==> src/common/cgra_pkg.sv <==
`default_nettype none

package cgra_pkg;

  localparam int data_w      = 16;
  localparam int num_threads = 8;
  localparam int thread_w    = 3;
  localparam int pc_w        = 8;
  localparam int rf_addr_w   = 4;
  localparam int pe_id_w     = 8;
  localparam int inst_w      = 16;
  localparam int conf_w      = 64;

  localparam int imem_depth = num_threads * (1 << pc_w);      // 2048 words
  localparam int rf_depth   = num_threads * (1 << rf_addr_w); // 128 words

  typedef enum logic [3:0] {
    ALU_NOP    = 4'd0,
    ALU_PASS_A = 4'd1,
    ALU_ADD    = 4'd2,
    ALU_SUB    = 4'd3,
    ALU_AND    = 4'd4,
    ALU_OR     = 4'd5,
    ALU_XOR    = 4'd6,
    ALU_SHL    = 4'd7,
    ALU_SHR    = 4'd8,
    ALU_SLT    = 4'd9,
    ALU_EQ     = 4'd10,
    ALU_SEL    = 4'd11
  } alu_op_e;

  typedef enum logic [2:0] {
    CONF_NOP     = 3'd0,
    CONF_INST    = 3'd1,
    CONF_CONST   = 3'd2,
    CONF_PC_MAX  = 3'd3,
    CONF_PC_LOOP = 3'd4
  } conf_cmd_e;

  // config word, msb first: cmd, id, thread, addr, data, zero pad
  localparam int conf_cmd_lsb    = 61;
  localparam int conf_id_lsb     = 53;
  localparam int conf_thread_lsb = 50;
  localparam int conf_addr_lsb   = 42;
  localparam int conf_data_lsb   = 26;

  // instruction word
  localparam int inst_op_lsb    = 12;
  localparam int inst_bsel_bit  = 11;
  localparam int inst_rfwe_bit  = 10;
  localparam int inst_oa_bit    = 9;
  localparam int inst_ob_bit    = 8;
  localparam int inst_raddr_lsb = 4;
  localparam int inst_waddr_lsb = 0;

endpackage

`default_nettype wire

==> src/pe/pe_regfile.sv <==
`timescale 1ns/1ps
`default_nettype none

module pe_regfile import cgra_pkg::*; (
  input  wire                  clk,
  input  wire                  rst_n,
  input  wire                  en,
  input  wire                  rf_re,
  input  wire  [thread_w-1:0]  rf_rthread,
  input  wire  [rf_addr_w-1:0] rf_raddr,
  input  wire                  rf_we,
  input  wire  [thread_w-1:0]  rf_wthread,
  input  wire  [rf_addr_w-1:0] rf_waddr,
  input  wire  [data_w-1:0]    wr_data,
  input  wire                  const_we,
  input  wire  [rf_addr_w-1:0] const_addr,
  input  wire  [data_w-1:0]    const_data,
  input  wire  [thread_w-1:0]  const_thread,
  output logic [data_w-1:0]    rf_data
);

  logic [data_w-1:0] rf_mem [rf_depth];

  always_ff @(posedge clk) begin
    if (const_we) begin
      rf_mem[{const_thread, const_addr}] <= const_data; // config wins the port
    end else if (rf_we) begin
      rf_mem[{rf_wthread, rf_waddr}] <= wr_data;
    end
  end

  always_ff @(posedge clk or negedge rst_n) begin
    if (!rst_n) begin
      rf_data <= '0;
    end else if (en && rf_re) begin
      rf_data <= rf_mem[{rf_rthread, rf_raddr}];
    end
  end

endmodule

`default_nettype wire

==> config.mk <==
export PLATFORM = sky130hd
export DESIGN_NAME = pe_regfile
export DESIGN_NICKNAME = d
export VERILOG_FILES = /design/src/common/cgra_pkg.sv /design/src/pe/pe_regfile.sv
export SDC_FILE = /design/constraint.sdc
export NUM_CORES = 2
export LEC_CHECK = 0
export ABC_AREA = 1
export BUFFER_PORTS_ARGS = -buffer_cell sky130_fd_sc_hd__buf_2
export CORE_MARGIN = 3
export CORE_UTILIZATION = 50
export CTS_CLUSTER_SIZE = 20
export DETAILED_ROUTE_END_ITERATION = 8
export PLACE_DENSITY_LB_ADDON = 0.05
export REMOVE_ABC_BUFFERS = 1
export SLEW_MARGIN = 10
export SYNTH_ARGS = -nofsm -noshare
export SYNTH_HDL_FRONTEND = slang
export SYNTH_SLANG_ARGS = --single-unit
==> constraint.sdc <==
create_clock -name clk -period 2.2 [get_ports clk]
set_clock_uncertainty 0.2 [all_clocks]
set_input_delay 0.11 -clock clk [delete_from_list [all_inputs] [get_ports clk]]
set_output_delay 0.11 -clock clk [all_outputs]
set_load 0.02 [all_outputs]
==> implementation parameters <==
Parameter                              Value

Placement
  DP Area ... approximately 92000 µm²
  Weighted congestion at the end of routability-driven global placement ... 0.942
  Number of port buffers ... 74
  HPWL reported at the end of detailed placement ... 166 mm

Final layout
  Share of the core filled with cells ... 0.600
  Fillers ... 13.0k
  Total non-filler cell area in the finished layout ... 99100 µm²
  Commonest cells after routing, fill and taps aside ... 2143 x nand2_1, 2048 x edfxtp_1, 2012 x nand3_1
  Layout overhead on the synthesized area ... 19.0%
  Most common cell after layout, fill and taps aside ... nand2_1
  Final nets ... ~7.5k
  Share of layout cells above drive strength 1 ... 0.135

Drt
  Drt first-iter violations ... between 6k and 7k
  Total number of vias ... 56.1k
  DRT Wirelength ... ~250 mm
  Via-to-Cell Ratio ... between 5 and 6
  Final antenna-violating net count ... 0
  # DRC ... 0
  Average wire length per cell after detail routing ... roughly 26 µm
  Iteration count of the initial detailed-routing pass ... 6

Floorplan
  Die height ... between 400 and 500 µm
  Starting utilization of the core area ... 0.504
  Die Footprint ... roughly 170000 µm²
  Area of the placeable core ... around 170000 µm²
  Row count ... ~150
  I/O pins ... 75
  Die width ... about 410 µm

Hold path
  Worst min-delay path category ... in2reg
  Worst Hold Depth ... 9
  Hold path startpoint ... rf_raddr[3]
  Destination of the worst hold path ... rf_data[4]

CTS
  Clock network latency to the later pin of the worst-skew pair ... approximately 0.83 ns
  Number of CTS-inserted buffers ... about 210
  Num Clock Sinks ... 2064
  Clock-pin slew on the worst setup and hold paths ... 0.06 ns
  H-Tree Depth ... 4
  CTS tree ... done
  Max Root-Sink Buffers ... 3
  CTS Root Buffer Type ... clkbuf_16

Synthesis
  Number of standard cells after synthesis ... around 7k
  Count of distinct cell types in the synthesized netlist ... 23
  Register bit total from synthesis ... 2064
  Count of yosys warnings during synthesis ... 0
  Area of the mapped netlist ... ~83000 µm²
  Sequential cell area fraction in the yosys report ... 0.743
  Post-synthesis area per instance ... between 10 and 15 µm²

Timing
  RSZ-0062 raised after global routing ... no
  Time the final worst path needs with I/O delays and setup ... ~2.2 ns
  Final Hold Viols ... 0
  Max-slew violations ... 0
  Number of setup violations in the final report ... 0
  Achievable clock frequency ... 458 MHz
  Worst Tran Pin Value ... roughly 1.1 ns
  Period utilisation layout ... 0.991
  Worst rel slew slack ... 0.254

Setup path
  Worst setup SP type ... input pin
  Launching point of the worst reg2reg path ... rf_mem[35][9]
  Most frequent cell on the critical path ... dlygate4sd3_1
  Cell Chain, Critical Path ... dlygate4sd3_1, buf_2, mux2_8, dlygate4sd3_1, buf_12
  Critical path class ... in2reg
  Total stage count of the critical path ... 5
  Critical-path maximum fanout ... 42
  Capture point of the worst reg-to-reg path ... rf_data[9]
  Required time at the worst-slack endpoint ... about 2.6 ns
  Critical Path End Type ... flip-flop
  Worst Reg2Reg Path Length in Cells ... 10
  Reg-to-reg slack, setup ... ~0.060 ns
  Stage delay of the slowest cell on the critical path ... between 1 and 1.5 ns
  Top cell family by delay on the critical path ... buffers and inverters
  Data arrival at the endpoint of the critical path ... approximately 2.6 ns
  Number of buffers and inverters on the critical path ... 4
  Worst path slowest cell ... dlygate4sd3_1

Power and ir drop
  Worst vdd rail ir drop ... 893 µV
  Power per unit of standard cell area ... ~860 nW/µm²
  Post-layout total power ... about 0.085 W
  Lkg Pwr ... about 36 nW

Status
  Status ... finished, final reports clean

GRT
  Initial antenna violation count ... 12
  Via count of the first global-routing pass ... about 54k
  Largest net degree at the start of global routing ... 65
  Wire length of the first global-routing pass ... between 300 and 400 mm
  Residual overflow from global routing ... 0
  Global-route usage over all layers ... 0.292

Job
  Number of maximum-capacitance violations ... 0
Yosys cell counts, drive strengths merged:
cell type,count,area share
nand2,2144,0.097
clkbuf,79,0.0037
nand3,2017,0.12
edfxtp,2048,0.74
nor3,11,0.00066
nor2,135,0.0061
o21ai,7,0.00047
inv,30,0.0014
clkinv,2,0.000090
mux2,16,0.0022
dfrtp,16,0.0048
buf,382,0.025
routing by layer:
metal | GRT usage | wire [µm] | up-vias
met1 | 0.416 | 106000 | 27618
met3 | 0.0582 | 22200 | 365
met5 | 0 | 10 | -
met2 | 0.462 | 118000 | 2456
li1 | - | - | 25630
met4 | 0.0813 | 6830 | 2
flip-flops by register name (all words and copies together), names as in the netlist:
name,count
rf_mem,2048
rf_data,16
logic make-up after synthesis:
group	count (synthesis)	share of synthesized area
AND/OR/NAND/NOR	4307	0.225
flip-flops	2064	0.743
buffers and inverters	493	0.0300
multiplexers	16	0.00216
AO/OA/AOI/OAI	7	0.000465
where the power goes:
part | internal [W] | switching [W] | total [W] | leakage (nW)
sequential | 0.0439 | 0.000188 | 0.0441 | 18.6
combinational | 0.00231 | 0.00521 | 0.00753 | 14.0
clock | 0.0193 | 0.0144 | 0.0336 | 3.13
total | 0.0655 | 0.0198 | 0.0853 | 35.8
worst reg2reg max path, stage by stage, from the launching register on:
cell and delay (ns):
edfxtp_1 0.36, nand2_1 0.07, nand3_1 0.11, nand3_1 0.11, nand3_1 0.14, nand3_1 0.32
nand3_1 0.32, nand3_1 0.24, nand2_1 0.07, nand2_1 0.06, nand2_1 0.06
cell type report:
| class | count | area (µm²) | share of cell area |
|---|---|---|---|
| flip-flops and latches | 2064 | 61900 | 0.624 |
| multi-input cells | 4330 | 19200 | 0.194 |
| repair buffers | 761 | 8720 | 0.0879 |
| clock buffers | 273 | 5600 | 0.0564 |
| well taps | 2189 | 2740 | 0.0276 |
| clock inverters | 100 | 807 | 0.00814 |
| inverters | 32 | 154 | 0.00155 |
| diodes | 4 | 10.0 | 0.000101 |
per-stage QoR:
| step | cells | setup TNS [ns] | setup WS, ns | hold slack, ns |
|---|---|---|---|---|
| floorplan | 6426 | -1063.50 | -3.78 | -0.386 |
| global placement | 9324 | -689.36 | -0.520 | -0.145 |
| detailed placement | 9324 | -649.63 | -0.519 | -0.133 |
| CTS | 9749 | 0 | 0.0122 | 0.0292 |
| global route | 9749 | 0 | 0.00438 | 0.0832 |
| finish | 9753 | 0 | 0.0189 | 0.0920 |
how the worst max path moves through the flow:
stage	to	slack [ns]	startpoint
after floorplan	rf_data[2]	-3.78	rf_raddr[0]
after global placement	rf_mem[107][13]	-0.52	const_we
after detailed placement	rf_mem[107][15]	-0.52	const_we
after CTS	rf_mem[39][9]	0.01	const_we
after global routing	rf_data[15]	0.004	rf_mem[39][15]
final	rf_mem[7][12]	0.02	wr_data[12]
what timing repair did:
item	CTS	global route
endpoints found under the setup margin	0	83
hold buffers	52	1
buffers inserted	0	0
endpoints found under the hold margin	2112	128
resized for setup	0	4
Power figures use the tool's default switching activity.
