[config.mk]
export PLATFORM = sky130hd
export DESIGN_NAME = pe_exec
export DESIGN_NICKNAME = d
export VERILOG_FILES = /design/src/common/cgra_pkg.sv /design/src/pe/pe_exec.sv
export SDC_FILE = /design/constraint.sdc
export NUM_CORES = 1
export LEC_CHECK = 0
export ABC_AREA = 0
export BUFFER_PORTS_ARGS = -buffer_cell sky130_fd_sc_hd__buf_2
export CELL_PAD_IN_SITES_DETAIL_PLACEMENT = 0
export CELL_PAD_IN_SITES_GLOBAL_PLACEMENT = 1
export CORE_MARGIN = 8
export CORE_UTILIZATION = 46
export DETAILED_ROUTE_END_ITERATION = 6
export PLACE_DENSITY = 0.82
export SETUP_SLACK_MARGIN = 0.3
export SYNTH_ARGS = -nofsm -noshare
export SYNTH_HDL_FRONTEND = slang
export SYNTH_SLANG_ARGS = --single-unit
export TNS_END_PERCENT = 100
[constraint.sdc]
create_clock -name clk -period 4.7 [get_ports clk]
set_input_delay 0.94 -clock clk [delete_from_list [all_inputs] [get_ports clk]]
set_output_delay 0.94 -clock clk [all_outputs]
set_load 0.01 [all_outputs]
[src/common/cgra_pkg.sv]
`default_nettype none

package cgra_pkg;

  localparam int data_w      = 16;
  localparam int num_threads = 8;
  localparam int thread_w    = 3;
  localparam int pc_w        = 8;
  localparam int rf_addr_w   = 4;
  localparam int pe_id_w     = 8;
  localparam int inst_w      = 16;
  localparam int conf_w      = 64;

  localparam int imem_depth = num_threads * (1 << pc_w);      // 2048 words
  localparam int rf_depth   = num_threads * (1 << rf_addr_w); // 128 words

  typedef enum logic [3:0] {
    ALU_NOP    = 4'd0,
    ALU_PASS_A = 4'd1,
    ALU_ADD    = 4'd2,
    ALU_SUB    = 4'd3,
    ALU_AND    = 4'd4,
    ALU_OR     = 4'd5,
    ALU_XOR    = 4'd6,
    ALU_SHL    = 4'd7,
    ALU_SHR    = 4'd8,
    ALU_SLT    = 4'd9,
    ALU_EQ     = 4'd10,
    ALU_SEL    = 4'd11
  } alu_op_e;

  typedef enum logic [2:0] {
    CONF_NOP     = 3'd0,
    CONF_INST    = 3'd1,
    CONF_CONST   = 3'd2,
    CONF_PC_MAX  = 3'd3,
    CONF_PC_LOOP = 3'd4
  } conf_cmd_e;

  // config word, msb first: cmd, id, thread, addr, data, zero pad
  localparam int conf_cmd_lsb    = 61;
  localparam int conf_id_lsb     = 53;
  localparam int conf_thread_lsb = 50;
  localparam int conf_addr_lsb   = 42;
  localparam int conf_data_lsb   = 26;

  // instruction word
  localparam int inst_op_lsb    = 12;
  localparam int inst_bsel_bit  = 11;
  localparam int inst_rfwe_bit  = 10;
  localparam int inst_oa_bit    = 9;
  localparam int inst_ob_bit    = 8;
  localparam int inst_raddr_lsb = 4;
  localparam int inst_waddr_lsb = 0;

endpackage

`default_nettype wire

[src/pe/pe_exec.sv]
`timescale 1ns/1ps
`default_nettype none

module pe_exec import cgra_pkg::*; (
  input  wire               clk,
  input  wire               rst_n,
  input  wire               en,
  input  wire  [data_w-1:0] ina,
  input  wire  [data_w-1:0] inb,
  input  wire               branch_in,
  input  wire alu_op_e      alu_op,
  input  wire               b_sel,
  input  wire               out_a_en,
  input  wire               out_b_en,
  input  wire  [data_w-1:0] rf_data,
  output logic [data_w-1:0] wr_data,
  output logic [data_w-1:0] outa,
  output logic [data_w-1:0] outb,
  output logic              branch_out
);

  logic [data_w-1:0] a_s1, a_s2;
  logic [data_w-1:0] b_s1, b_s2;
  logic              br_s1, br_s2;
  logic [data_w-1:0] op_b;
  logic [data_w-1:0] alu_res;
  logic              flag_ld;

  always_ff @(posedge clk) begin
    if (en) begin
      a_s1    <= ina;     // sampled at fetch
      b_s1    <= inb;
      a_s2    <= a_s1;
      b_s2    <= b_s1;
      wr_data <= alu_res;
    end
  end

  assign op_b = b_sel ? rf_data : b_s2;

  always_comb begin
    alu_res = '0;
    flag_ld = 1'b0;
    case (alu_op)
      ALU_PASS_A: alu_res = a_s2;
      ALU_ADD:    alu_res = a_s2 + op_b;
      ALU_SUB:    alu_res = a_s2 - op_b;
      ALU_AND:    alu_res = a_s2 & op_b;
      ALU_OR:     alu_res = a_s2 | op_b;
      ALU_XOR:    alu_res = a_s2 ^ op_b;
      ALU_SHL:    alu_res = a_s2 << op_b[3:0];
      ALU_SHR:    alu_res = a_s2 >> op_b[3:0];
      ALU_SLT: begin
        alu_res = {{(data_w-1){1'b0}}, a_s2 < op_b}; // unsigned
        flag_ld = 1'b1;
      end
      ALU_EQ: begin
        alu_res = {{(data_w-1){1'b0}}, a_s2 == op_b};
        flag_ld = 1'b1;
      end
      ALU_SEL:    alu_res = br_s2 ? a_s2 : op_b;
      default:    alu_res = '0;
    endcase
  end

  always_ff @(posedge clk or negedge rst_n) begin
    if (!rst_n) begin
      br_s1      <= 1'b0;
      br_s2      <= 1'b0;
      outa       <= '0;
      outb       <= '0;
      branch_out <= 1'b0;
    end else if (en) begin
      br_s1 <= branch_in;
      br_s2 <= br_s1;
      if (out_a_en) outa <= alu_res;
      if (out_b_en) outb <= alu_res;
      if (flag_ld)  branch_out <= alu_res[0]; // held on other ops
    end
  end

  a_legal_op: assert property (@(posedge clk) disable iff (!rst_n)
    en |-> alu_op inside {ALU_NOP, ALU_PASS_A, ALU_ADD, ALU_SUB, ALU_AND, ALU_OR,
                          ALU_XOR, ALU_SHL, ALU_SHR, ALU_SLT, ALU_EQ, ALU_SEL});

endmodule

`default_nettype wire

==> out/metrics.csv <==
stage;metric;value;unit
routing;drt_iter0_markers;1028;
timing;worstMarginPinSlew;1.19;ns
timing;fin_crit;4.21;ns
synthesis;yosysMostFrequentCell;nand2_1;
timing;rsz0062_at_grt;false;
timing;fin_worst_skew;0.0109;ns
critical_path;startpoint_type;input pin;
worst_hold_path;hold_depth;0;
cells_and_area;fin_nets;1108;
synthesis;yosysTopAreaCell;edfxtp_1;
critical_path;crit_path_cell_trace;buf_2, buf_12, mux2i_1, ha_1, inv_1, a21oi_1, o311ai_1, a221oi_1, nor4_1, nor4_1, o2111ai_1, mux2_2;
routing;drtPass1Iterations;6;
cells_and_area;n_fill_cell;1665;
placement;post-place-ws;0.158;ns
die;initial_core_util;0.470;
placement;gp_congestion;1.02;
clock_network;cts_tree;done;
worst_hold_path;holdCritPathClass;reg2reg;
cells_and_area;syn2layout_area_growth;17.8;%
critical_path;critical-path-max-stage-delay;0.46;ns
cells_and_area;regArea;0.00328;mm^2
timing;finalHoldViolCount;0;
clock_network;cts_setup_buffers;0;
die;chipHeight;151;um
clock_network;ctsHoldBuffers;0;
timing;holdWs;0.413;ns
cells_and_area;multi_input_area;0.00464;mm^2
placement;place_hpwl;22400;um
clock_network;htreeDepth;4;
routing;avgViaCountPerCell;6.31;
die;core_area;0.0180;mm^2
critical_path;critPathMostFrequentCell;nor4_1;
clock_network;cts.path.max_buffers;2;
clock_network;clk_pin_slew;0.05;ns
global_routing;grt_usage;0.256;
global_routing;grt_max_degree;45;
pwr;p_leak;4.28;nW
synthesis;ys_ff_latch;115;
synthesis;async_flop_share;0.304;
placement;dpl_cell_area;0.00934;mm^2
synthesis;netlist_top_cells_count;nand2_1 (85), edfxtp_1 (80), nor2_1 (69);
synthesis;yosysWarnings;0;
pwr;powerDensity;366;mW/mm^2
synthesis;yosysSeqAreaShare;0.389;
synthesis;synth_fp_nets;1006;
synthesis;syn_inst;889;
timing;slew_violations;0;
global_routing;overflow;0;
pwr;ir_drop;0.000264;V
critical_path;ff2ff_path_depth;10;
routing;final_antenna_net_count;0;
critical_path;crit_slowest_cell;a221oi_1;
die;io_pins;108;
clock_network;post_cts_resized;0;
critical_path;end_kind;flip-flop;
pwr;total_power;3.64;mW
run_status;outcome;completed;
synthesis;synth_edf_count;80;
global_routing;antenna_found_initial;0;
timing;fmax;238;MHz
timing;max_slew_margin;0.203;
cells_and_area;final_cells;1233;
cells_and_area;finalInstanceArea;0.00994;mm^2
critical_path;cp_max_fo;16;
cells_and_area;post-route-util;0.553;
global_routing;grt_pass1_wl;44000;um
timing;setup_viol;0;
placement;portBuffers;107;
synthesis;ys_types;69;
critical_path;cp.arrival;4.50;ns
die;rows;49;
clock_network;cts_buffers;17;
die;die_w;151;um
synthesis;synth.top_cell.area_share;0.285;
synthesis;synth_ff_type;edfxtp_1;
timing;setup-tns-final;0;ns
run;max_cap_viol_count;0;
synthesis;syn-mean-instance-area;9.49;um^2
routing;wirelength;29300;um
synthesis;netlist_area;0.00844;mm^2
clock_network;root_buffer;clkbuf_16;
routing;vias;7779;
cells_and_area;drive_gt1_frac;0.231;
critical_path;worstSetupPathType;in2reg;
die;die_area;0.0229;mm^2
routing;wl_per_cell;23.8;um
cells_and_area;diodes;0;
routing;drc;0;
clock_network;clock_sinks;115;
placement;dp.cells;1201;
critical_path;worst_ep_required_time;4.99;ns
global_routing;grt_pass1_vias;7361;
synthesis;yosys-top-cells-area;edfxtp_1 (28%), dfrtp_1 (10%), ha_1 (8.3%), mux4_2 (4.5%), mux2i_1 (4.4%);
timing;fin_crit_sh;0.896;
clock_network;clk_latency;0.41;ns
timing;setup_ws;0.491;ns
logic make-up (layout without fill, tap and decap cells):
logic type	count (synthesis)	after routing	share of synthesized area
buf+inv	131	246	0.0639
flops	115	115	0.389
xor+xnor	6	6	0.00623
fa+ha+maj	58	58	0.0878
mux	69	69	0.111
compound gates	271	271	0.214
simple gates	239	239	0.128
area by class of cell:
class                           instances  area share
Timing Repair Buffer                  154      0.0909
Tap cell                              229      0.0288
Multi-Input combinational cell        643       0.467
Clock buffer                           24      0.0539
Inverter                               60      0.0227
Clock inverter                          8     0.00680
Sequential cell                       115       0.330
final timing paths:
kind                                         to              start  slack (ns)
setup reg to reg           outa[14]$_DFFE_PN0P_  a_s2[7]$_DFFE_PP_        0.74
hold reg to reg               b_s2[9]$_DFFE_PP_  b_s1[9]$_DFFE_PP_        0.41
hold / removal                b_s2[9]$_DFFE_PP_  b_s1[9]$_DFFE_PP_        0.41
max in group asynchronous   outb[3]$_DFFE_PN0P_              rst_n        3.61
setup / recovery           outa[14]$_DFFE_PN0P_              b_sel        0.49
min in group asynchronous   outa[6]$_DFFE_PN0P_              rst_n        0.60
registers in the layout, indices dropped and copies added, names as in the netlist:
signal	count
a_s1	16
a_s2	16
b_s1	16
b_s2	16
br_s1	1
br_s2	1
branch_out	1
outa	16
outb	16
wr_data	16
metal layers:
layer  up-vias  GRT usage  wire [um]
li1       3522          -          -
met1      3612      0.333      12100
met2       537      0.376      12500
met3       108     0.0592       3170
met4         0      0.162       1580
met5         -          0          0
power breakdown:
group,internal (mW),switching [mW],leakage [nW]
logic,0.404,0.651,2.74
registers,1.22,0.0638,1.23
clock network,0.844,0.455,0.301
total,2.47,1.17,4.28
cell usage in the layout (no fill, tap or decap), types with 5 or more instances in the layout:
master / netlist / final
nand2b_1: 10 / 10
a31oi_1: 8 / 8
inv_1: 56 / 56
edfxtp_1: 80 / 80
nand3_1: 14 / 14
nor4_1: 6 / 6
o31ai_1: 7 / 7
o22ai_1: 14 / 14
nor2b_1: 8 / 8
nor3_1: 24 / 24
a21oi_1: 53 / 53
o21ai_0: 54 / 54
o32ai_1: 5 / 5
clkinv_2: 0 / 6
nand2_1: 85 / 85
a221o_1: 8 / 8
mux2i_1: 37 / 35
a221oi_1: 8 / 8
nor2_1: 69 / 69
a211oi_1: 22 / 22
o21a_1: 5 / 5
buf_2: 11 / 106
nand4_1: 6 / 6
dfrtp_1: 35 / 35
o211ai_1: 12 / 12
a22oi_1: 6 / 6
mux2_2: 13 / 13
o21ai_1: 16 / 16
ha_1: 56 / 56
mux4_2: 17 / 17
clkbuf_16: 0 / 20
buf_4: 1 / 47
o221ai_1: 9 / 9
critical path: cells and delay by family:
kind | cells | cell delay (ns)
buf+inv | 3 | 0.53
simple gates | 2 | 0.51
mux | 2 | 0.77
compound gates | 4 | 1.31
fa+ha+maj | 1 | 0.42
(Power assumes the default switching activity.)
