**src/common/cgra_pkg.sv**
```systemverilog
`default_nettype none

package cgra_pkg;

  localparam int data_w      = 16;
  localparam int num_threads = 8;
  localparam int thread_w    = 3;
  localparam int pc_w        = 8;
  localparam int rf_addr_w   = 4;
  localparam int pe_id_w     = 8;
  localparam int inst_w      = 16;
  localparam int conf_w      = 64;

  localparam int imem_depth = num_threads * (1 << pc_w);      // 2048 words
  localparam int rf_depth   = num_threads * (1 << rf_addr_w); // 128 words

  typedef enum logic [3:0] {
    ALU_NOP    = 4'd0,
    ALU_PASS_A = 4'd1,
    ALU_ADD    = 4'd2,
    ALU_SUB    = 4'd3,
    ALU_AND    = 4'd4,
    ALU_OR     = 4'd5,
    ALU_XOR    = 4'd6,
    ALU_SHL    = 4'd7,
    ALU_SHR    = 4'd8,
    ALU_SLT    = 4'd9,
    ALU_EQ     = 4'd10,
    ALU_SEL    = 4'd11
  } alu_op_e;

  typedef enum logic [2:0] {
    CONF_NOP     = 3'd0,
    CONF_INST    = 3'd1,
    CONF_CONST   = 3'd2,
    CONF_PC_MAX  = 3'd3,
    CONF_PC_LOOP = 3'd4
  } conf_cmd_e;

  // config word, msb first: cmd, id, thread, addr, data, zero pad
  localparam int conf_cmd_lsb    = 61;
  localparam int conf_id_lsb     = 53;
  localparam int conf_thread_lsb = 50;
  localparam int conf_addr_lsb   = 42;
  localparam int conf_data_lsb   = 26;

  // instruction word
  localparam int inst_op_lsb    = 12;
  localparam int inst_bsel_bit  = 11;
  localparam int inst_rfwe_bit  = 10;
  localparam int inst_oa_bit    = 9;
  localparam int inst_ob_bit    = 8;
  localparam int inst_raddr_lsb = 4;
  localparam int inst_waddr_lsb = 0;

endpackage

`default_nettype wire

```
**src/pe/pe_conf_reader.sv**
```systemverilog
`timescale 1ns/1ps
`default_nettype none

module pe_conf_reader import cgra_pkg::*; #(
  parameter logic [pe_id_w-1:0] PE_ID = '0
) (
  input  wire                  clk,
  input  wire                  rst_n,
  input  wire  [conf_w-1:0]    conf_bus,
  output logic                 inst_we,
  output logic [pc_w-1:0]      inst_addr,
  output logic [inst_w-1:0]    inst_data,
  output logic                 const_we,
  output logic [rf_addr_w-1:0] const_addr,
  output logic [data_w-1:0]    const_data,
  output logic                 pc_max_we,
  output logic                 pc_loop_we,
  output logic [pc_w-1:0]      pc_bound,
  output logic [thread_w-1:0]  conf_thread
);

  logic [conf_w-1:0] conf_q;
  logic              conf_vld;
  conf_cmd_e         bus_cmd;
  conf_cmd_e         cmd_q;
  logic              id_hit;

  assign bus_cmd = conf_cmd_e'(conf_bus[conf_cmd_lsb +: 3]);
  assign id_hit  = (conf_bus[conf_id_lsb +: pe_id_w] == PE_ID);

  always_ff @(posedge clk or negedge rst_n) begin
    if (!rst_n) begin
      conf_vld <= 1'b0;
    end else begin
      conf_vld <= id_hit && (bus_cmd != CONF_NOP);
    end
  end

  always_ff @(posedge clk) begin
    if (id_hit && (bus_cmd != CONF_NOP)) begin
      conf_q <= conf_bus; // held until the next matching word
    end
  end

  assign cmd_q = conf_cmd_e'(conf_q[conf_cmd_lsb +: 3]);

  assign inst_we    = conf_vld && (cmd_q == CONF_INST);
  assign const_we   = conf_vld && (cmd_q == CONF_CONST);
  assign pc_max_we  = conf_vld && (cmd_q == CONF_PC_MAX);
  assign pc_loop_we = conf_vld && (cmd_q == CONF_PC_LOOP);

  assign conf_thread = conf_q[conf_thread_lsb +: thread_w];
  assign inst_addr   = conf_q[conf_addr_lsb +: pc_w];
  assign inst_data   = conf_q[conf_data_lsb +: inst_w];
  assign const_addr  = conf_q[conf_addr_lsb +: rf_addr_w]; // low bits of addr field
  assign const_data  = conf_q[conf_data_lsb +: data_w];
  assign pc_bound    = conf_q[conf_data_lsb +: pc_w];      // bound rides in data field

  // a matched word carries exactly one known command
  a_one_strobe: assert property (@(posedge clk) disable iff (!rst_n)
    conf_vld |-> $onehot({inst_we, const_we, pc_max_we, pc_loop_we}));

endmodule

`default_nettype wire

```
**config.mk**
```make
export PLATFORM = sky130hd
export DESIGN_NAME = pe_conf_reader
export DESIGN_NICKNAME = d
export VERILOG_FILES = /design/src/common/cgra_pkg.sv /design/src/pe/pe_conf_reader.sv
export SDC_FILE = /design/constraint.sdc
export NUM_CORES = 1
export LEC_CHECK = 0
export BUFFER_PORTS_ARGS = -buffer_cell sky130_fd_sc_hd__buf_2
export CAP_MARGIN = 20
export CORE_AREA = 2 2 63 65
export DETAILED_ROUTE_END_ITERATION = 8
export DIE_AREA = 0 0 65 67
export GPL_TIMING_DRIVEN = 0
export PLACE_DENSITY_LB_ADDON = 0.12
export SYNTH_ARGS = -nofsm -noshare
export SYNTH_HDL_FRONTEND = slang
export SYNTH_SLANG_ARGS = --single-unit
```
**constraint.sdc**
```tcl
create_clock -name clk -period 1.85 [get_ports clk]
set_input_delay 0 -clock clk [delete_from_list [all_inputs] [get_ports clk]]
set_output_delay 0 -clock clk [all_outputs]
set_load 0.005 [all_outputs]
```
==> results.cfg, run 1 <==
[final_layout]
multi_input_area_sq_um = 80.08
drive_above_1_share_pct = 71.18
syn2layout_area_growth_pct = 67.72
layout.nets = 296
nFillCells = 285
n_antenna_cell = 0
final_util_pct = 66.00
register_area_sq_um = 925.9
final_cells = 277

[timing]
maxSlewHeadroom_pct = 53.00
tns_ns = 0
timing.hold.ws_ns = 0.04569
fmax_mhz = 658.6
tightest_slew_ns = 0.7050
setup_viol = 0
finalCriticalPeriod_ns = 1.518
fin_crit_sh_pct = 82.07
final_max_slew_viol_count = 0
rsz0062_at_grt = false
hold_viol = 0

[synth]
synthCells = 93
synth_mux_area_share_pct = 0
syn_nets = 159
syn_area_per_cell_sq_um = 15.26
synth_adder_area_share_pct = 0
synth_xor_xnor_area_share_pct = 0
ys_warn_count = 0
yosysUniqueCellTypes = 8
yosys.area_share.simple_pct = 4.938
synth.cell_area_sq_um = 1419
synth_top_area_cell = edfxtp_1
ys_ff_latch = 31
synth_area_leaders = edfxtp_1 63%, buf_4 29%, and4bb_2 1.8%
ys_seq_area_share_pct = 65.26
synth_compound_area_share_pct = 0.7055
synth.top_cell.area_share_pct = 63.49
synth_top_family_by_area = buffers and inverters

[clocking]
numCtsBuffers = 5
ctsLongestPathBuffers = 2
cts_sinks = 31
clk_pin_slew_worst_paths_ns = 0.05
cts_tree = built
clock-root-buffer = clkbuf_8
htreeDepth = 2
cts_setup_buffers = 0

[drt]
via_per_inst = 3.971
firstDrtPassIters = 2
drt_iter0_drc = 8
antenna_left = 0
vias = 1100
wl_per_cell_um = 10.45
drc_errors = 0
drt-total-wl_mm = 2.896

[outcome]
status = complete, no violations

[floorplanning]
num_rows = 22
core_area_sq_um = 3606
io_pins = 125
fp.dieArea_sq_um = 4355
die_h_um = 67
die_x_um = 65
start_util_pct = 39.35

[critical_path]
startpoint_type = input pin
path_class = input pin to flip-flop
crit_fanout = 18
worst_ep_arrival_time_ns = 1.50
crit_path_end_kind = flip-flop
required_ns = 1.83

[power]
power.density_nw_per_um2 = 558.2
p_int_uw = 1101
p_sw_uw = 227.2
clkPwrFrac_pct = 33.8
p_sw_share_pct = 17.11
vdd_drop_max_v = 0.0004510
leakagePower_uw = 0.001139
p_comb_share_pct = 7.9
p_total_uw = 1328
power_frac_seq_pct = 58.3

[global_route]
grt_pass1_vias = 1067
antenna_found_initial = 0
grt_pass1_wl_mm = 4.284
track_usage_pct = 13.87
overflow = 0
grt_max_degree = 19

[run]
drv_cap = 0

[placement]
gp_congestion = 0.6503
dp_cells = 240
io_buffers = 98

[worst_hold_path]
min_path_type = input pin to async pin
per-stage QoR:
| stage | setup slack (ns) | instance area [sq um] |
|---|---|---|
| floorplan | 0.3494 | 1419 |
| global placement | -0.05345 | 1969 |
| detailed placement | 0.2229 | 1997 |
| CTS | 0.2985 | 2380 |
| global route | 0.2357 | 2380 |
| finish | 0.3317 | 2380 |
final timing paths:
path | start | end | slack (ns) | cells past startpoint
max | conf_bus[62] | conf_q[29] | 0.33 | 4
min | rst_n | conf_vld | 0.05 | 2
max in group asynchronous | rst_n | conf_vld | 1.72 | 2
min in group clk | conf_bus[58] | conf_vld | 0.31 | 3
critical path, stage by stage:
cell and delay [ns]:
dlygate4sd3_1 0.52, buf_2 0.11, o311a_1 0.63, buf_16 0.23
layout make-up:
type / instances / share of cell area [%]
timing repair buffer: 130 / 34.81
clock buffer: 6 / 3.049
tap: 48 / 2.524
buffer: 55 / 17.35
sequential: 31 / 38.91
multi-input combinational: 7 / 3.365
registers in the layout, indices dropped and copies added, names as in the netlist:
| name | count |
|---|---|
| conf_q | 30 |
| conf_vld | 1 |
layout by cell type (no fill, tap or decap), drive strengths merged:
| master | netlist | final |
|---|---|---|
| dfrtp | 1 | 1 |
| nor4bb | 1 | 1 |
| and4bb | 2 | 2 |
| edfxtp | 30 | 30 |
| nor4 | 2 | 2 |
| clkbuf | 0 | 6 |
| dlygate4sd3 | 0 | 31 |
| buf | 55 | 154 |
| o311a | 1 | 1 |
| and4b | 1 | 1 |
synth_stat cells, drive strengths merged:
library cell	n
buf	55
dfrtp	1
nor4bb	1
and4bb	2
edfxtp	30
nor4	2
and4b	1
o311a	1
power by group through the flow:
| stage | registers [uW] | logic [uW] | clock network, uW |
|---|---|---|---|
| after CTS | 774 | 106 | 475 |
| after global placement | 788 | 51.3 | 0 |
| final | 774 | 105 | 450 |
| after detailed placement | 788 | 55.2 | 0 |
| after global routing | 773 | 114 | 509 |
| after floorplan | 788 | 7.85 | 0 |
logic make-up after synthesis:
kind of cell / count (synthesis)
AOI/OAI and AO/OA: 1
buffers and inverters: 55
DFF: 31
and+or+nand+nor: 6
layer usage:
metal	routed length, um	global-route usage [%]
met5	0	0
met2	1731	27.71
met3	233	6.081
met1	911	11.70
met4	20	5.585
repair_timing:
action                                 CTS  global route
resized for setup                        0             0
endpoints found under the hold margin   31             0
hold buffers                            31             0
No activity file was read; power rests on OpenSTA's default activity.
==> run 2: changes to the inputs <==
--- a/config.mk
+++ b/config.mk
@@ -7,9 +7,9 @@
 export LEC_CHECK = 0
 export BUFFER_PORTS_ARGS = -buffer_cell sky130_fd_sc_hd__buf_2
 export CAP_MARGIN = 20
-export CORE_AREA = 2 2 63 65
+export CORE_AREA = 2 2 68 70
 export DETAILED_ROUTE_END_ITERATION = 8
-export DIE_AREA = 0 0 65 67
+export DIE_AREA = 0 0 70 72
 export GPL_TIMING_DRIVEN = 0
 export PLACE_DENSITY_LB_ADDON = 0.12
 export SYNTH_ARGS = -nofsm -noshare
==> constraint.sdc (replaced) <==
create_clock -name clk -period 1.3 [get_ports clk]
set_input_delay 0 -clock clk [delete_from_list [all_inputs] [get_ports clk]]
set_output_delay 0 -clock clk [all_outputs]
set_load 0.005 [all_outputs]
==> run 2 against run 1 <==
Sequential power up 42%; die area up 16%; count of clock-buffer cells in the layout rose by 1; sequential share of layout area increased by 0.21 points; core utilization fell by 10 points; flip-flop and latch count unchanged; critical endpoint unchanged.
==> results.cfg, run 2 (synthesis gave the netlist of run 1 again) <==
[outcome]
status = complete, no violations

[placement]
dp_hpwl_mm = 2.003
gp_congestion = 0.6847
dp_cells = 243
io_buffers = 98
place_area_sq_um = 1976

[critical_path]
path_cells = buf_2, nor4_2, o311a_2
critPathLaunch = conf_bus[54]
path_buf_inv = 1
required_ns = 1.21
cp.depth = 3
slowest_delay_ns = 0.72
startpoint_type = input pin
slowest_stage = o311a_2
worst_ep_arrival_time_ns = 1.09
crit_family = compound AO/OA/AOI/OAI gates
path_class = input pin to flip-flop
crit_path_end_kind = flip-flop
crit_fanout = 31

[global_route]
overflow = 0
grt_pass1_vias = 1088
grt_pass1_wl_mm = 4.436
grt_max_degree = 32
track_usage_pct = 11.17
antenna_found_initial = 0

[drt]
drc_errors = 0
firstDrtPassIters = 4
via_per_inst = 3.876
drt-total-wl_mm = 2.786
vias = 1093
antenna_left = 0
wl_per_cell_um = 9.879
drt_iter0_drc = 16

[floorplanning]
die_x_um = 70
num_rows = 24
fp.dieArea_sq_um = 5040
start_util_pct = 33.27
die_h_um = 72
io_pins = 125
core_area_sq_um = 4264

[timing]
fmax_mhz = 841.6
finalCriticalPeriod_ns = 1.188
maxSlewHeadroom_pct = 50.86
tns_ns = 0
hold_viol = 0
fin_crit_sh_pct = 91.40
rsz0062_at_grt = false
tightest_slew_ns = 0.7371
setup_viol = 0
final_max_slew_viol_count = 0

[final_layout]
drive_above_1_share_pct = 71.30
regMostFlops = conf_q
nFillCells = 377
stdcell_area_sq_um = 2367
final_common_cell = buf_2
final_cells = 282
largest_reg_flops = 30
register_area_sq_um = 925.9
layout.nets = 295
syn2layout_area_growth_pct = 66.84
final_cell_mix = 98 x buf_2, 55 x buf_4, 31 x dlygate4sd3_1
final_util_pct = 55.52
n_antenna_cell = 0
top_regs = conf_q: 30 flops, conf_vld: 1 flops
multi_input_area_sq_um = 81.33

[clocking]
cts_sinks = 31
clk_pin_slew_worst_paths_ns = 0.06
post_cts_resized = 0
clock-root-buffer = clkbuf_8
ctsLongestPathBuffers = 2
htreeDepth = 2
numCtsBuffers = 5
cts_tree = built

[worst_hold_path]
min_path_type = input pin to async pin

[power]
p_sw_share_pct = 18.38
p_int_uw = 1586
p_sw_uw = 357.1
vdd_drop_max_v = 0.0005164
leakagePower_uw = 0.001134
p_comb_share_pct = 7.6
power_frac_seq_pct = 56.7
power.density_nw_per_um2 = 820.6
clkPwrFrac_pct = 35.8

[run]
drv_cap = 0
==> run 2: final timing paths <==
check,end
min in group clk,conf_vld
min,conf_vld
max,conf_q[29]
max in group asynchronous,conf_vld
==> run 2: power by group through the flow <==
stage	logic (uW)	registers [uW]	clock network [uW]
6_report	147	1100	695
5_1_grt	160	1100	773
4_1_cts	148	1100	729
3_5_place_dp	76.7	1120	0
2_1_floorplan	11.2	1120	0
3_3_place_gp	73.1	1120	0
==> run 2: cell type report <==
class	count	area share, %
tap	52	2.748
timing repair buffer	129	33.83
clock inverter	1	0.2114
sequential	31	39.11
multi-input combinational	7	3.436
clock buffer	7	3.224
buffer	55	17.44
==> run 2: routing by layer <==
| layer | part of all wire, % | global-route usage [%] | up-vias | routed length (um) |
|---|---|---|---|---|
| li1 | - | - | 543 | - |
| met3 | 8.5 | 4.444 | 3 | 236 |
| met1 | 34 | 10.58 | 491 | 959 |
| met5 | 0 | 0 | - | 0 |
| met4 | 0.97 | 3.205 | 0 | 27 |
| met2 | 56 | 22.12 | 56 | 1562 |
==> run 2: repair_timing <==
| item | in CTS | in global routing |
|---|---|---|
| setup buffers | 0 | 0 |
| endpoints found under the hold margin | 31 | 0 |
| hold buffers | 31 | 0 |
==> run 2: per-stage QoR <==
| stage | worst slack (ns) | hold slack, ns | power, uW |
|---|---|---|---|
| 6_report | 0.1118 | 0.03906 | 1943 |
| 5_1_grt | 0.007667 | 0.04427 | 2034 |
| 4_1_cts | 0.08800 | 0.01524 | 1978 |
| 3_5_place_dp | -0.2107 | -0.2232 | 1198 |
| 3_3_place_gp | -0.1622 | -0.2246 | 1194 |
| 2_1_floorplan | 0.1198 | -0.2956 | 1133 |
==> run 3: changes to the inputs <==
--- a/config.mk
+++ b/config.mk
@@ -11,7 +11,7 @@
 export DETAILED_ROUTE_END_ITERATION = 8
 export DIE_AREA = 0 0 70 72
 export GPL_TIMING_DRIVEN = 0
-export PLACE_DENSITY_LB_ADDON = 0.12
+export PLACE_DENSITY_LB_ADDON = 0.1
 export SYNTH_ARGS = -nofsm -noshare
 export SYNTH_HDL_FRONTEND = slang
 export SYNTH_SLANG_ARGS = --single-unit
==> run 3 against run 2 <==
First-iteration DRC count rose by 94%; worst setup slack worse by 0.016 ns; critical endpoint is now conf_q[26]; maximum frequency decreased by 1.3%; largest power group unchanged; highest routed layer unchanged; largest cell class unchanged.
==> results.cfg, run 3 (synthesis gave the netlist of run 1 again) <==
[final_layout]
final_util_pct = 55.49
register_area_sq_um = 925.9
n_antenna_cell = 0
nFillCells = 398
final_common_cell = buf_2
drive_above_1_share_pct = 70.87
multi_input_area_sq_um = 81.33
top_regs = conf_q: 30 flops, conf_vld: 1 flops
syn2layout_area_growth_pct = 66.75
final_cell_mix = 98 x buf_2, 55 x buf_4, 31 x dlygate4sd3_1
largest_reg_flops = 30
layout.nets = 295
regMostFlops = conf_q

[global_route]
met3_usage_pct = 5.139
grt_pass1_wl_mm = 4.478
met2_usage_pct = 21.69
grt_max_degree = 32
overflow = 0
grt_use_met1_pct = 10.51
antenna_found_initial = 0
busiest_layer = met2
grt_pass1_vias = 1072
track_usage_pct = 11.45

[timing]
maxSlewHeadroom_pct = 50.87
setup_viol = 0
timing.hold.ws_ns = 0.02268
finalCriticalPeriod_ns = 1.204
fmax_mhz = 830.3
rsz0062_at_grt = false
hold_viol = 0
fin_crit_sh_pct = 92.64
tightest_slew_ns = 0.7370
final_max_slew_viol_count = 0

[power]
leakagePower_uw = 0.001132
power.density_nw_per_um2 = 818.5
vdd_drop_max_v = 0.0004734

[clocking]
cts_hold_buffers = 31
cts_setup_buffers = 0
numCtsBuffers = 5
cts_tree = built
post_cts_resized = 0
ctsLongestPathBuffers = 2
clock-root-buffer = clkbuf_8
clk_pin_slew_worst_paths_ns = 0.06
htreeDepth = 2
cts_sinks = 31

[floorplanning]
die_x_um = 70
start_util_pct = 33.27
fp.dieArea_sq_um = 5040
num_rows = 24
io_pins = 125
core_area_sq_um = 4264
die_h_um = 72

[critical_path]
crit_fanout = 31
crit_path_end_kind = flip-flop
path_class = input pin to flip-flop
worst_ep_arrival_time_ns = 1.11
required_ns = 1.21
startpoint_type = input pin

[drt]
firstDrtPassIters = 4
drc_errors = 0
drt-total-wl_mm = 2.822
antenna_left = 0
wl_per_cell_um = 10.01
drt_iter0_drc = 31
vias = 1086
via_per_inst = 3.851

[worst_hold_path]
min_path_type = input pin to async pin

[placement]
io_buffers = 98
gp_congestion = 0.6975
dp_hpwl_mm = 1.972

[run]
drv_cap = 0

[outcome]
status = complete, no violations
## run 3: layout make-up
| class | instances | area share [%] |
|---|---|---|
| well taps | 52 | 2.750 |
| clock buffers | 6 | 3.067 |
| repair buffers | 129 | 33.84 |
| plain buffers | 55 | 17.45 |
| multi-input cells | 7 | 3.437 |
| flip-flops and latches | 31 | 39.13 |
| clock inverters | 2 | 0.3173 |
## run 3: worst max-delay path, cell delays in order
cell,delay (ns)
buf_2,0.10
nor4_2,0.28
o311a_2,0.72
## run 3: power breakdown
part / internal [uW] / switching [uW]
combinational: 112 / 35.4
clock: 364 / 324
sequential: 1100 / 1.68
## run 3: final timing paths
kind                         startpoint    endpoint  slack (ns)  depth (start not counted)
worst max-delay path       conf_bus[54]  conf_q[26]         0.1                          3
max in group asynchronous         rst_n    conf_vld        1.20                          2
worst min-delay path              rst_n    conf_vld        0.02                          2
min in group clk           conf_bus[58]    conf_vld        0.33                          3
## run 3: per-stage QoR
stage                     setup TNS [ns]  cell area (sq um)  std cells  setup slack, ns  power (uW)
after floorplan                        0               1420         93           0.1198        1133
after CTS                              0               2366        282          0.07480        1974
after global placement            -5.769               1976        243          -0.1932        1194
final                                  0               2366        282          0.09567        1937
after detailed placement          -6.361               1976        243          -0.2121        1198
after global routing                   0               2366        282         0.004850        2024
## run 3: layer usage
metal  share of wire [%]  up-vias
met5                   0        -
met4                 2.0        0
met3                  12        6
met2                  52       63
met1                  34      474
li1                    -      543
